$ cat config.mk
export PLATFORM = sky130hd
export DESIGN_NAME = conv_top
export DESIGN_NICKNAME = d
export VERILOG_FILES = /design/src/hw/conv_pkg.sv /design/src/hw/conv_sequencer.sv /design/src/hw/conv_top.sv /design/src/hw/filter_store.sv /design/src/hw/image_store.sv /design/src/hw/mac_act.sv
export SDC_FILE = /design/constraint.sdc
export NUM_CORES = 1
export LEC_CHECK = 0
export ABC_AREA = 1
export BUFFER_PORTS_ARGS = -buffer_cell sky130_fd_sc_hd__buf_2
export CAP_MARGIN = 0
export CORE_MARGIN = 2
export CORE_UTILIZATION = 45
export DETAILED_ROUTE_END_ITERATION = 6
export PLACE_DENSITY = 0.7
export SETUP_SLACK_MARGIN = 0.5
export SYNTH_ARGS = -nofsm -noshare
export SYNTH_HDL_FRONTEND = slang
export SYNTH_HIERARCHICAL = 1
export SYNTH_SLANG_ARGS = --single-unit
export TNS_END_PERCENT = 10
$ cat constraint.sdc
create_clock -name clk -period 36.2 [get_ports clk]
set_clock_uncertainty 0.1 [all_clocks]
set_input_delay 3.62 -clock clk [delete_from_list [all_inputs] [get_ports clk]]
set_output_delay 3.62 -clock clk [all_outputs]
set_load 0.1 [all_outputs]
$ cat src/hw/conv_pkg.sv
package conv_pkg;

	// --------------------------------------------------
	// data widths
	// --------------------------------------------------

	// image pixel or filter weight
	typedef logic signed [7:0]  pixel_t;

	// one pixel times one weight
	typedef logic signed [15:0] prod_t;

	// nine products fit without overflow
	typedef logic signed [19:0] acc_t;

	// after activation and saturation
	typedef logic signed [15:0] result_t;

	localparam result_t RES_MAX = 16'sh7fff;
	localparam result_t RES_MIN = -16'sh8000;

	// --------------------------------------------------
	// geometry
	// --------------------------------------------------

	localparam int KER      = 3;
	localparam int KER_TAPS = KER * KER;

	typedef logic [3:0] coord_t;

	// legal sides are 3 to 8
	typedef logic [3:0] img_size_t;

	// --------------------------------------------------
	// modes
	// --------------------------------------------------

	typedef enum logic {PAD_ZERO = 1'b0, PAD_REPLICATE = 1'b1} pad_mode_e;

	typedef enum logic {ACT_RELU = 1'b0, ACT_LEAKY = 1'b1} act_mode_e;

endpackage

$ cat src/hw/conv_sequencer.sv
module conv_sequencer import conv_pkg::*; #(
	parameter int IMG_MAX = 8
) (
	input  logic       clk,
	input  logic       rst_n,
	input  logic       load_done,
	input  img_size_t  size,
	input  pad_mode_e  pad_sel,
	input  act_mode_e  act_sel,
	output logic       busy,
	output coord_t     rd_row,
	output coord_t     rd_col,
	output logic       tap_valid,
	output logic [3:0] tap_index,
	output logic       tap_zero,
	output logic       first_tap,
	output logic       last_tap,
	output act_mode_e  act_out
);

	localparam logic [1:0] TAP_LAST  = 2'(KER - 1);
	// read plus MAC stages after the last tap
	localparam logic [1:0] DRAIN_CYC = 2'd2;

	logic       run;
	logic [1:0] drain;
	coord_t     out_r;
	coord_t     out_c;
	logic [1:0] tap_r;
	logic [1:0] tap_c;
	act_mode_e  act_q;
	img_size_t  sz;
	img_size_t  sz_last;
	logic [4:0] map_r;
	logic [4:0] map_c;
	logic       row_end;
	logic       img_end;

	// msb flags out of range, low bits hold the clamped index
	function automatic logic [4:0] map_coord(input coord_t base, input logic [1:0] tap,
			input img_size_t sz_in);
		logic [4:0] src;
		src = {1'b0, base} + {3'b000, tap} - 5'd1;
		if (src[4]) begin
			map_coord = {1'b1, 4'd0};
		end else if (src[3:0] >= sz_in) begin
			map_coord = {1'b1, sz_in - 4'd1};
		end else begin
			map_coord = {1'b0, src[3:0]};
		end
	endfunction

	assign sz      = (size > 4'(IMG_MAX)) ? 4'(IMG_MAX) : size;
	assign sz_last = sz - 4'd1;
	assign row_end = (out_c == sz_last);
	assign img_end = row_end && (out_r == sz_last);

	// --------------------------------------------------
	// tap address and flags
	// --------------------------------------------------

	assign map_r     = map_coord(out_r, tap_r, sz);
	assign map_c     = map_coord(out_c, tap_c, sz);
	assign rd_row    = map_r[3:0];
	assign rd_col    = map_c[3:0];
	assign tap_zero  = run && (pad_sel == PAD_ZERO) && (map_r[4] || map_c[4]);
	assign tap_valid = run;
	assign tap_index = {2'b00, tap_r} * 4'(KER) + {2'b00, tap_c};
	assign first_tap = run && (tap_r == 2'd0) && (tap_c == 2'd0);
	assign last_tap  = run && (tap_r == TAP_LAST) && (tap_c == TAP_LAST);
	assign act_out   = act_q;
	assign busy      = load_done || run || (drain != 2'd0);

	always_ff @(posedge clk or negedge rst_n) begin
		if (!rst_n) begin
			run   <= 1'b0;
			drain <= '0;
			out_r <= '0;
			out_c <= '0;
			tap_r <= '0;
			tap_c <= '0;
			act_q <= ACT_RELU;
		end else if (load_done) begin
			run   <= 1'b1;
			out_r <= '0;
			out_c <= '0;
			tap_r <= '0;
			tap_c <= '0;
			act_q <= act_sel;
		end else if (run) begin
			if (tap_c != TAP_LAST) begin
				tap_c <= tap_c + 2'd1;
			end else begin
				tap_c <= '0;
				if (tap_r != TAP_LAST) begin
					tap_r <= tap_r + 2'd1;
				end else begin
					tap_r <= '0;
					if (!row_end) begin
						out_c <= out_c + 4'd1;
					end else begin
						out_c <= '0;
						if (!img_end) begin
							out_r <= out_r + 4'd1;
						end else begin
							out_r <= '0;
							run   <= 1'b0;
							drain <= DRAIN_CYC;
						end
					end
				end
			end
		end else if (drain != 2'd0) begin
			drain <= drain - 2'd1;
		end
	end

endmodule

$ cat src/hw/conv_top.sv
module conv_top import conv_pkg::*; #(
	parameter int IMG_MAX = 8,
	parameter int ALPHA   = 10
) (
	input  logic      clk,
	input  logic      rst_n,
	input  logic      filter_valid,
	input  logic      image_valid,
	input  img_size_t image_size,
	input  pad_mode_e pad_mode,
	input  act_mode_e act_mode,
	input  pixel_t    in_data,
	output logic      out_valid,
	output result_t   out_data
);

	pixel_t     weights [KER_TAPS];
	logic       busy;
	logic       load_done;
	img_size_t  size;
	pad_mode_e  pad_sel;
	act_mode_e  act_sel;
	act_mode_e  act_run;
	coord_t     rd_row;
	coord_t     rd_col;
	pixel_t     rd_pixel;
	logic       tap_valid;
	logic [3:0] tap_index;
	logic       tap_zero;
	logic       first_tap;
	logic       last_tap;

	// --------------------------------------------------
	// load side
	// --------------------------------------------------

	filter_store filter_store_i (
		.clk          (clk),
		.rst_n        (rst_n),
		.filter_valid (filter_valid),
		.busy         (busy),
		.in_data      (in_data),
		.weights      (weights)
	);

	image_store #(.IMG_MAX(IMG_MAX)) image_store_i (
		.clk         (clk),
		.rst_n       (rst_n),
		.image_valid (image_valid),
		.busy        (busy),
		.in_data     (in_data),
		.image_size  (image_size),
		.pad_mode    (pad_mode),
		.act_mode    (act_mode),
		.size        (size),
		.pad_sel     (pad_sel),
		.act_sel     (act_sel),
		.load_done   (load_done),
		.rd_row      (rd_row),
		.rd_col      (rd_col),
		.rd_pixel    (rd_pixel)
	);

	// --------------------------------------------------
	// compute side
	// --------------------------------------------------

	conv_sequencer #(.IMG_MAX(IMG_MAX)) conv_sequencer_i (
		.clk       (clk),
		.rst_n     (rst_n),
		.load_done (load_done),
		.size      (size),
		.pad_sel   (pad_sel),
		.act_sel   (act_sel),
		.busy      (busy),
		.rd_row    (rd_row),
		.rd_col    (rd_col),
		.tap_valid (tap_valid),
		.tap_index (tap_index),
		.tap_zero  (tap_zero),
		.first_tap (first_tap),
		.last_tap  (last_tap),
		.act_out   (act_run)
	);

	mac_act #(.ALPHA(ALPHA)) mac_act_i (
		.clk       (clk),
		.rst_n     (rst_n),
		.weights   (weights),
		.rd_pixel  (rd_pixel),
		.tap_valid (tap_valid),
		.tap_index (tap_index),
		.tap_zero  (tap_zero),
		.first_tap (first_tap),
		.last_tap  (last_tap),
		.act_out   (act_run),
		.out_valid (out_valid),
		.out_data  (out_data)
	);

endmodule

$ cat src/hw/filter_store.sv
module filter_store import conv_pkg::*; (
	input  logic   clk,
	input  logic   rst_n,
	input  logic   filter_valid,
	input  logic   busy,
	input  pixel_t in_data,
	output pixel_t weights [KER_TAPS]
);

	logic [3:0] shift_cnt;
	logic       shift_en;

	// at most nine weights per burst
	assign shift_en = filter_valid && !busy && (shift_cnt != 4'(KER_TAPS));

	always_ff @(posedge clk or negedge rst_n) begin
		if (!rst_n) begin
			shift_cnt <= '0;
		end else if (!filter_valid) begin
			shift_cnt <= '0;
		end else if (shift_en) begin
			shift_cnt <= shift_cnt + 4'd1;
		end
	end

	// --------------------------------------------------
	// shift chain, row-major weights
	// --------------------------------------------------

	// newest weight enters at the top, first one ends in tap 0
	always_ff @(posedge clk) begin
		if (shift_en) begin
			weights[KER_TAPS-1] <= in_data;
			for (int k = 0; k < KER_TAPS - 1; k++) begin
				weights[k] <= weights[k+1];
			end
		end
	end

endmodule

$ cat src/hw/image_store.sv
module image_store import conv_pkg::*; #(
	parameter int IMG_MAX = 8
) (
	input  logic      clk,
	input  logic      rst_n,
	input  logic      image_valid,
	input  logic      busy,
	input  pixel_t    in_data,
	input  img_size_t image_size,
	input  pad_mode_e pad_mode,
	input  act_mode_e act_mode,
	output img_size_t size,
	output pad_mode_e pad_sel,
	output act_mode_e act_sel,
	output logic      load_done,
	input  coord_t    rd_row,
	input  coord_t    rd_col,
	output pixel_t    rd_pixel
);

	localparam int AW = $clog2(IMG_MAX);

	pixel_t    mem [IMG_MAX][IMG_MAX];
	logic      loading;
	coord_t    wr_row;
	coord_t    wr_col;
	img_size_t eff_size;
	img_size_t last_idx;
	logic      wr_en;
	logic      row_end;
	logic      img_end;

	assign wr_en = image_valid && !busy;

	// first pixel still sees the live size input
	assign eff_size = loading ? size : image_size;
	assign last_idx = eff_size - 4'd1;
	assign row_end  = (wr_col == last_idx);
	assign img_end  = row_end && (wr_row == last_idx);

	always_ff @(posedge clk or negedge rst_n) begin
		if (!rst_n) begin
			loading   <= 1'b0;
			wr_row    <= '0;
			wr_col    <= '0;
			load_done <= 1'b0;
			size      <= '0;
			pad_sel   <= PAD_ZERO;
			act_sel   <= ACT_RELU;
		end else begin
			load_done <= 1'b0;
			if (wr_en) begin
				if (!loading) begin
					size    <= image_size;
					pad_sel <= pad_mode;
					act_sel <= act_mode;
				end
				loading   <= !img_end;
				load_done <= img_end;
				if (!row_end) begin
					wr_col <= wr_col + 4'd1;
				end else begin
					wr_col <= '0;
					wr_row <= img_end ? '0 : wr_row + 4'd1;
				end
			end
		end
	end

	// writes only while idle, reads only while busy
	always_ff @(posedge clk) begin
		if (wr_en) begin
			mem[wr_row[AW-1:0]][wr_col[AW-1:0]] <= in_data;
		end
		rd_pixel <= mem[rd_row[AW-1:0]][rd_col[AW-1:0]];
	end

endmodule

$ cat src/hw/mac_act.sv
module mac_act import conv_pkg::*; #(
	parameter int ALPHA = 10
) (
	input  logic       clk,
	input  logic       rst_n,
	input  pixel_t     weights [KER_TAPS],
	input  pixel_t     rd_pixel,
	input  logic       tap_valid,
	input  logic [3:0] tap_index,
	input  logic       tap_zero,
	input  logic       first_tap,
	input  logic       last_tap,
	input  act_mode_e  act_out,
	output logic       out_valid,
	output result_t    out_data
);

	logic       d_valid;
	logic       d_zero;
	logic       d_first;
	logic       d_last;
	logic [3:0] d_index;
	pixel_t     px;
	prod_t      prod;
	acc_t       acc;
	acc_t       base;
	acc_t       sum;

	// leaky divide truncates toward zero
	function automatic result_t activate(input acc_t v, input act_mode_e mode);
		acc_t a;
		if (!v[$bits(acc_t)-1]) begin
			a = v;
		end else if (mode == ACT_LEAKY) begin
			a = acc_t'(v / ALPHA);
		end else begin
			a = '0;
		end
		if (a > acc_t'(RES_MAX)) begin
			activate = RES_MAX;
		end else if (a < acc_t'(RES_MIN)) begin
			activate = RES_MIN;
		end else begin
			activate = result_t'(a);
		end
	endfunction

	// line the controls up with the registered read
	always_ff @(posedge clk or negedge rst_n) begin
		if (!rst_n) begin
			d_valid <= 1'b0;
			d_zero  <= 1'b0;
			d_first <= 1'b0;
			d_last  <= 1'b0;
			d_index <= '0;
		end else begin
			d_valid <= tap_valid;
			d_zero  <= tap_zero;
			d_first <= first_tap;
			d_last  <= last_tap;
			d_index <= tap_index;
		end
	end

	assign px   = d_zero ? pixel_t'(0) : rd_pixel;
	assign prod = px * weights[d_index];
	assign base = d_first ? acc_t'(0) : acc;
	assign sum  = base + acc_t'(prod);

	always_ff @(posedge clk) begin
		if (d_valid) begin
			acc <= sum;
		end
		if (d_valid && d_last) begin
			out_data <= activate(sum, act_out);
		end
	end

	always_ff @(posedge clk or negedge rst_n) begin
		if (!rst_n) begin
			out_valid <= 1'b0;
		end else begin
			out_valid <= d_valid && d_last;
		end
	end

endmodule

Yosys cells after proc, flatten, opt, wreduce, memory -nomap -nowiden
Memory sizes are Yosys's and may differ from the RTL's.
Index checks and enable logic that the tools add are counted.
Storage, ports and cells
  output and inout port bits: 17
  input bits: 18
  memories kept: 1
  register bits: 161
  RAM bits: 512
Cells by class
  div/mod/pow operators: 1
  order comparisons: 9
  equality and inequality tests: 16
  add/subtract/negate cells: 16
  reduce and logical (&&, ||, !) cells: 30
  multiplexer cells: 57
  bitwise operators: 6
  $mul: 2
Memory list
  image_store_i.mem: depth 8, bits a word 64, rd ports 1, clocked after Yosys merged registers in 0, write ports 1, RTL line image_store.sv:23  | pixel_t mem [IMG_MAX][IMG_MAX];
Operators by type and width (number)
  20-bit two-way mux: 4
  4-bit two-way mux: 17
  64-bit two-way mux: 1
  8-bit two-way mux: 6
  8-bit binary-select mux with 4-bit select: 1
  32-bit by 5-bit divider with 32-bit output, second input constant: 1
  2-bit two-way mux: 13
  8-bit binary-select mux with 3-bit select: 1
  8-bit demux with 3-bit select: 1
  20-bit by 16-bit adder with 20-bit output: 1
  4-bit by 1-bit adder with 4-bit output, second input constant: 5
  20-bit by 16-bit > comparator with 1-bit output, second input constant: 1
  20-bit by 16-bit less-than comparator with 1-bit output, second input constant: 1
  5-bit two-way mux: 4
  4-bit equality test: 4
  8-bit by 8-bit multiplier with 16-bit output: 1
  16-bit two-way mux: 1
  2-bit inequality test, second input constant: 8
  1-bit logical AND: 13
  4-bit by 2-bit adder with 5-bit output: 2
  5-bit by 1-bit subtractor with 5-bit output, second input constant: 2
  4-bit greater-or-equal comparator: 2
  4-bit greater-or-equal comparator, second input constant: 2
  1-bit two-way mux: 8
  other kinds (22): 37

Logic depth before layout (Yosys ltp)
Gate-level depths: netlist (run 1).
  depth in word-level cells: 12
  gate-level depth with buffers: 127
  mapped depth without buffers: 124

Cells and area by module
The synthesis (run 1) kept the hierarchy.
By module, submodules not included
  image_store: instances 1, area each 22186.3 um2, cells each 1928
  mac_act: instances 1, area each 8720.9 um2, cells each 1234
  filter_store: instances 1, area each 2396.0 um2, cells each 98
  conv_sequencer: instances 1, area each 1749.2 um2, cells each 233

Least setup slack after synthesis (run 1)
OpenSTA, ideal clock, no wires.
  path type: reg-to-reg
  start: register mac_act_i.d_index[0]
  end: register mac_act_i.out_data[10] (data pin)
  library setup time: 253 ps
  buffers on the path: 2
  arrival time: 13375 ps
  cell stages (with the launch flop): 112
  setup slack: 22472 ps
  path through: dfrtp_1 > clkbuf_1 > nor4_1 > inv_1 > o21ai_1 > inv_1 > nor2_1 > inv_1 > fa_1 > inv_1 > fa_1 > fa_1 > fa_1 > fa_1 > ha_1 > nand2_1 > nor2_1 > nand2_1 > [... 76 more ...] > nand2_2 > nand2_1 > inv_1 > ha_1 > inv_1 > nor2_1 > inv_2 > nor2_1 > nand2_1 > nor2_1 > nand4_1 > nand3_1 > o21ai_1 > nor2_1 > nand3_1 > o21ai_2 > buf_4 > nand2_1
On the way
  word-level cells in the longest chain between the ends: 12
  elaborated cells between the ends (all ways): 13
  those cells by class: add/sub: 1; mul: 1; div: 1; order compare: 2; mux: 7; bitwise: 1
Ends and longest elaborated chain
  start: declaration: RTL line mac_act.sv:22  | logic [3:0] d_index;
  start signal: assignment: RTL line mac_act.sv:61  | d_index <= tap_index;
  4-bit inverter with 5-bit output (implied by the code) (*): RTL line mac_act.sv:66  | assign prod = px * weights[d_index];
  8-bit binary-select mux with 4-bit select (*): RTL line mac_act.sv:66
  8-bit two-way mux (implied by the code) (*) (2 in a row): RTL line mac_act.sv:66
  8-bit by 8-bit multiplier with 16-bit output (*): RTL line mac_act.sv:66
  20-bit by 16-bit adder with 20-bit output (*): RTL line mac_act.sv:68  | assign sum = base + acc_t'(prod);
  32-bit by 5-bit divider with 32-bit output: RTL line mac_act.sv:35  | a = acc_t'(v / ALPHA);
  20-bit two-way mux: RTL line mac_act.sv:34  | end else if (mode == ACT_LEAKY) begin
  20-bit two-way mux (*): RTL line mac_act.sv:32  | if (!v[$bits(acc_t)-1]) begin
  20-bit two-way mux (*): RTL line mac_act.sv:74  | if (d_valid && d_last) begin
  20-bit by 16-bit less-than comparator with 1-bit output: RTL line mac_act.sv:41  | end else if (a < acc_t'(RES_MIN)) begin
  16-bit two-way mux: RTL line mac_act.sv:41
  end signal: assignment: RTL line mac_act.sv:75  | out_data <= activate(sum, act_out);
  end: declaration: RTL line mac_act.sv:15  | output result_t out_data
Every way passes the cells marked *; elsewhere a longest branch is shown, timed or not. The select of a mux whose other input is x is not followed.
A chain may end at the register's enable or synchronous reset.

Worst setup path in the final report (run 1)
  start: register mac_act_i.d_index[0]
  end: register mac_act_i.out_data[12] (data pin)
Same word-level chain as after synthesis.

==> summary.md, run 1 <==
| Metric | Value |
|---|---|
| Syn. warnings | 6 |
| Number of antenna violations at the first check in global routing | 0 |
| Global-route wire length before repair | 129000 um |
| Slew at the pin closest to its max-slew limit | 1.09 ns |
| Final Core Density | 0.498 |
| Number of clock sinks | 673 |
| Hold Slack | around 0.34 ns |
| RR Startpoint | mac_act_i/d_index[0] |
| First drt pass iteration count | 6 |
| Area of the mapped netlist | 0.0350 sq mm |
| Worst setup path endpoint | mac_act_i/out_data[12] |
| Final clock period utilization by the worst path | 0.421 |
| Post-cts hold buffer count | 0 |
| Data arrival time of the critical path | 15.47 ns |
| Die Area | 0.0801 sq mm |
| Starting utilization of the core area | 0.454 |
| Routability cong. | between 0.8 and 0.9 |
| Pin count of the biggest net entering global routing | 211 |
| Origin of the worst setup path | mac_act_i/d_index[0] |
| Worst hold path startpoint | filter_store_i/weights[44] |
| Post-DP HPWL | 51200 um |
| Final Hold Fails | 0 |
| Crit path time final | 15.23 ns |
| Cell at the slowest stage of the critical path | inv_1 |
| Clock latency on the worst-skew pair | 0.64 ns |
| Gr ovfl total | 0 |
| Maximum clock frequency | 0.0657 GHz |
| Core region area | 0.0772 sq mm |
| Clk buf depth | 3 |
| Setup bufs post-CTS | 0 |
| Unrepaired setup endpoints after global routing | no |
| Depth of the CTS H-tree | 3 |
| CTS tree | built |
| Max-cap violations | 0 |
| Synthesized area per cell | approximately 10 sq um |
| Layout cell share with drive strength beyond 1 | 0.100 |
| Total Wirelength | about 81000 um |
| Number of antenna-violating nets in the routed design | 0 |
| Area added between synthesis and finish | 9.75% |
| Number of fill cells in the layout | 6855 |
| Width of the die | 283 um |
| Number of buffers inserted during clock tree synthesis | 73 |
| Commonest non-fill, non-tap cell in the layout | nand2_1 |
| Number of placement rows | 102 |
| First DRT Iteration DRCs | about 2500 |
| Number of nets in the final layout | 3682 |
| Cell mode on critical path | nand2_2 |
| Critical Path Sink Type | flop |
| Resize count post-CTS | 0 |
| Die H | around 280 um |
| Hold Path Class | reg -> reg |
| Total DRC errors in the routed layout | 0 |
| Status | finished, final reports clean |
| Number of standard cells after synthesis | 3489 |
| Max-slew headroom at the worst pin | 0.274 |
| Type of element launching the critical path | flop |
| Global Route Usage Sum | 0.202 |
| CTS clk-pin slew, worst paths | 0.06 ns |
| Setup-violating endpoint count in the final report | 0 |
| Worst R2R Setup Slack | 20.97 ns |
| Most used cells in the layout excluding fill and tap cells | nand2_1 (1014), edfxtp_1 (620), nand3_1 (570) |
| Clock root buffer | clkbuf_16 |
| Delay of the slowest cell on the worst path | 0.58 ns |
| Cells on worst reg2reg path | 112 |
| Detail-routed net length per standard cell | 17.8 um |
| # diodes | 0 |
| Final number of max-transition violations | 0 |
| Count of input and output buffers | 34 |
| Crit Path Category | reg -> reg |
| Number of global-route vias before repair | ~24000 |
| Required time of the critical path | 36.44 ns |
| Worst R2R End | mac_act_i/out_data[12] |
| Aggregate negative setup slack | 0 ns |
| Post-detailed-route via-to-cell ratio | 5.37 |
| Via count | 24647 |
| Number of top-level pins | 35 |
| Syn_nets | between 3000 and 4000 |
| Maximum fanout count along the critical path | 38 |
[critical path, delay by kind of cell, from the launching register on]
family                   cells  cell delay (ns)
AO/OA/AOI/OAI                5             0.99
AND/OR/NAND/NOR             83             7.86
flip-flops                   1             0.36
adder cells (fa/ha/maj)      7             3.05
buffers and inverters       17             2.56
[how the worst min path moves through the flow]
stage	depth (start not counted)	end	slack, ns
after floorplan	1	mac_act_i/d_zero	0.30
after global placement	0	filter_store_i/weights[62]	0.32
after detailed placement	0	filter_store_i/weights[58]	0.33
after CTS	0	filter_store_i/weights[58]	0.34
after global routing	0	filter_store_i/weights[25]	0.35
final	0	filter_store_i/weights[52]	0.34
[final cells by class]
cell class | count | area, sq um | share of cell area
sequential | 673 | 19900 | 0.518
tap | 1040 | 1300 | 0.0338
inverter | 313 | 1190 | 0.0311
timing repair buffer | 61 | 385 | 0.0100
clock buffer | 95 | 1960 | 0.0510
clock inverter | 36 | 412 | 0.0107
multi-input combinational | 2371 | 13300 | 0.346
[sequential cells by signal (all words and copies together), names as in the netlist, 2 cells and up]
name / cells
conv_sequencer_i/tap_r: 2
conv_sequencer_i/out_c: 4
mac_act_i/d_index: 4
image_store_i/size: 4
conv_sequencer_i/tap_c: 2
conv_sequencer_i/out_r: 4
mac_act_i/acc: 20
filter_store_i/shift_cnt: 4
image_store_i/wr_row: 4
image_store_i/rd_pixel: 8
conv_sequencer_i/drain: 2
mac_act_i/out_data: 16
image_store_i/wr_col: 4
image_store_i/mem: 512
filter_store_i/weights: 72
[through the flow]
step	setup WS, ns	cells	instance area, sq um
3_3_place_gp	21.56	4458	36100
3_5_place_dp	21.03	4458	36100
2_1_floorplan	22.47	3489	35000
6_report	20.97	4589	38400
4_1_cts	20.99	4589	38400
5_1_grt	19.32	4589	38400
[per-layer routing]
metal | routed length, um | track usage | part of all wire | vias up
met3 | 5370 | 0.0318 | 0.066 | 181
li1 | - | - | - | 11789
met4 | 3020 | 0.0801 | 0.037 | 0
met5 | 0 | 0 | 0 | -
met1 | 34000 | 0.267 | 0.42 | 11767
met2 | 39100 | 0.335 | 0.48 | 910
Power of run 1 is left out: the tool's default activity adds up to more than one toggle a clock period on the data nets, which glitch-free logic cannot reach.
==> run 2: changes to the inputs <==
Settings changed: ABC_AREA 1 to 0.
Clock period 36.2 ns to 14.3 ns, I/O delays scaled along.
==> run 2 against run 1 <==
  * Core utilization increased by 2.6 points
  * Synthesized cell count down 30%
  * Worst setup slack worse by 20 ns
  * Register-to-register slack lost 20 ns
  * Die area about the same
  * Area after synthesis about the same
  * Routed wire length grew 1.7%
  * Final cell count down 20%
  * Critical path type unchanged
==> summary.md, run 2 <==
| Metric | Value |
|---|---|
| Die Area | 0.0801 sq mm (about the same) |
| Worst R2R Setup Slack | 0.71 ns (-20.26 ns) |
| Global Route Usage Sum | 0.203 (+0.000675) |
| Pin count of the biggest net entering global routing | 79 (-63%) |
| Width of the die | 283 um (about the same) |
| Number of top-level pins | 35 (unchanged) |
| Hold Path Class | reg -> reg |
| Syn_nets | 2639 (-28%) |
| RR Startpoint | mac_act_i/d_index[0] |
| Number of buffer and inverter instances along the worst setup path | 5 (-12) |
| Number of antenna violations at the first check in global routing | 0 (unchanged) |
| Layout cell share with drive strength beyond 1 | 0.245 (+0.145) |
| Max-cap violations | 0 (unchanged) |
| Clock root buffer | clkbuf_16 |
| Count of input and output buffers | 34 (unchanged) |
| Number of placement rows | 102 (unchanged) |
| Area added between synthesis and finish | 15.5% |
| Hold-critical path depth | 0 (unchanged) |
| Number of standard cells after synthesis | 2450 (-30%) |
| Max-slew headroom at the worst pin | 0.135 (-0.139) |
| Final clock period utilization by the worst path | 0.951 (+0.530) |
| Post-detailed-route via-to-cell ratio | 5.95 (+11%) |
| Cell type group with the largest total delay on the critical path | compound AO/OA/AOI/OAI gates |
| Post-DP HPWL | 54300 um (+6.1%) |
| Clk buf depth | 3 (unchanged) |
| Pre-CTS WS | -0.173 ns (-21.21 ns) |
| Via count | 21899 (-11%) |
| Area of the mapped netlist | 0.0350 sq mm (about the same) |
| Number of buffers inserted during clock tree synthesis | 71 (-2.7%) |
| Number of nets in the final layout | 2775 (-25%) |
| Gr ovfl total | 0 (unchanged) |
| Clock latency on the worst-skew pair | 0.63 ns (about the same) |
| Slew at the pin closest to its max-slew limit | 1.30 ns (+0.212 ns) |
| Data arrival time of the critical path | 13.85 ns (-1.62 ns) |
| CTS tree | built |
| Maximum fanout count along the critical path | 8 (-79%) |
| Number of antenna-violating nets in the routed design | 0 (unchanged) |
| Synthesized area per cell | 14.3 sq um (+42%) |
| Total non-filler cell area in the finished layout | 0.0405 sq mm (+5.2%) |
| Delay of the slowest cell on the worst path | 0.53 ns (-0.05 ns) |
| Depth of the CTS H-tree | 3 (unchanged) |
| Most used cells in the layout excluding fill and tap cells | edfxtp_1 (620), nor2_1 (207), mux4_2 (137) |
| First drt pass iteration count | 6 (unchanged) |
| Starting utilization of the core area | 0.453 (about the same) |
| Largest register FFs | 512 (unchanged) |
| Cell at the slowest stage of the critical path | fa_1 |
| Number of clock sinks | 673 (unchanged) |
| Post-cts hold buffer count | 0 (unchanged) |
| Setup-violating endpoint count in the final report | 0 (unchanged) |
| Die H | 283 um (about the same) |
| Total DRC errors in the routed layout | 0 (unchanged) |
| Cell mode on critical path | fa_1 |
| Number of global-route vias before repair | 22130 (-7.7%) |
| # diodes | 0 (unchanged) |
| Core region area | 0.0772 sq mm (unchanged) |
| Final number of max-transition violations | 0 (unchanged) |
| First DRT Iteration DRCs | 2309 (-7.7%) |
| Instance area at placement | 0.0366 sq mm (+1.5%) |
| Critical Path Sink Type | flop |
| Type of element launching the critical path | flop |
| Worst R2R End | mac_act_i/out_data[12] |
| Status | finished, final reports clean |
| CTS clk-pin slew, worst paths | 0.06 ns (about the same) |
| Required time of the critical path | 14.55 ns (-21.89 ns) |
| Detail-routed net length per standard cell | 22.5 um (+27%) |
| Final WS setup | 0.707 ns (-20.26 ns) |
| Unrepaired setup endpoints after global routing | yes |
| Commonest non-fill, non-tap cell in the layout | edfxtp_1 |
| Cells on worst reg2reg path | 50 (-55%) |
| Aggregate negative setup slack | 0 ns (unchanged) |
| Crit path time final | 13.59 ns (-1.64 ns) |
| Final Hold Fails | 0 (unchanged) |
| Maximum clock frequency | 0.0736 GHz (+12%) |
| Global-route wire length before repair | 128000 um (-0.94%) |
| Endpoint, Worst Hold | filter_store_i/weights[29] |
| Syn. warnings | 6 (unchanged) |
| Total Wirelength | 82800 um (+1.7%) |
| Worst hold path startpoint | filter_store_i/weights[21] |
| Post-route non-filler standard cell count | 3682 (-20%) |
| Placed Cells incl. Taps | 3490 (-22%) |
| Routability cong. | 0.903 (+2.4%) |
| Crit Path Category | reg -> reg |
[run 2: cell types whose count changed in the layout (fill, tap and decap cells not counted), moves of 46 or more]
cell,before,now
nand2_2,59,5
buf_4,26,127
nand2_1,1014,105
inv_1,262,128
nand3_1,570,48
mux4_2,0,137
mux2i_1,11,57
[run 2: routing by layer]
layer  vias to the layer above  share of wire  global-route usage
li1                       9761              -                   -
met1                     11221           0.41               0.271
met2                       754           0.51               0.345
met3                       163          0.051              0.0279
met4                         0          0.030              0.0649
met5                         -              0                   0
[run 2: layout make-up]
| cell class | count | area, sq um |
|---|---|---|
| Clock inverter | 37 | 403 |
| Timing Repair Buffer | 168 | 1260 |
| Fill cell | 6211 | 36800 |
| Multi-Input combinational cell | 1536 | 15200 |
| Clock buffer | 92 | 1890 |
| Inverter | 136 | 523 |
| Tap cell | 1040 | 1300 |
| Sequential cell | 673 | 19900 |
[run 2: worst max-delay path by stage]
| stage | depth (start not counted) | endpoint | from |
|---|---|---|---|
| floorplan | 54 | mac_act_i/out_data[12] | mac_act_i/d_index[0] |
| global placement | 49 | mac_act_i/out_data[12] | mac_act_i/d_index[1] |
| detailed placement | 49 | mac_act_i/out_data[12] | mac_act_i/d_index[1] |
| CTS | 49 | mac_act_i/out_data[0] | mac_act_i/d_index[0] |
| global route | 54 | mac_act_i/out_data[12] | mac_act_i/d_index[0] |
| finish | 50 | mac_act_i/out_data[12] | mac_act_i/d_index[0] |
[run 2: repair_timing]
action                                  CTS  global route
hold endpoints to repair                  0             0
setup buffers                            12            49
resized for setup                        29           174
cloned                                    0             2
endpoints found under the setup margin   15            16
pin swaps                                10            64
[run 2: metrics by stage]
step	hold WS (ns)	utilization
global route	0.348	0.524
CTS	0.339	0.507
global placement	0.327	0.474
detailed placement	0.330	0.474
finish	0.331	0.524
floorplan	0.252	-
Power of run 2 is left out for the same reason.
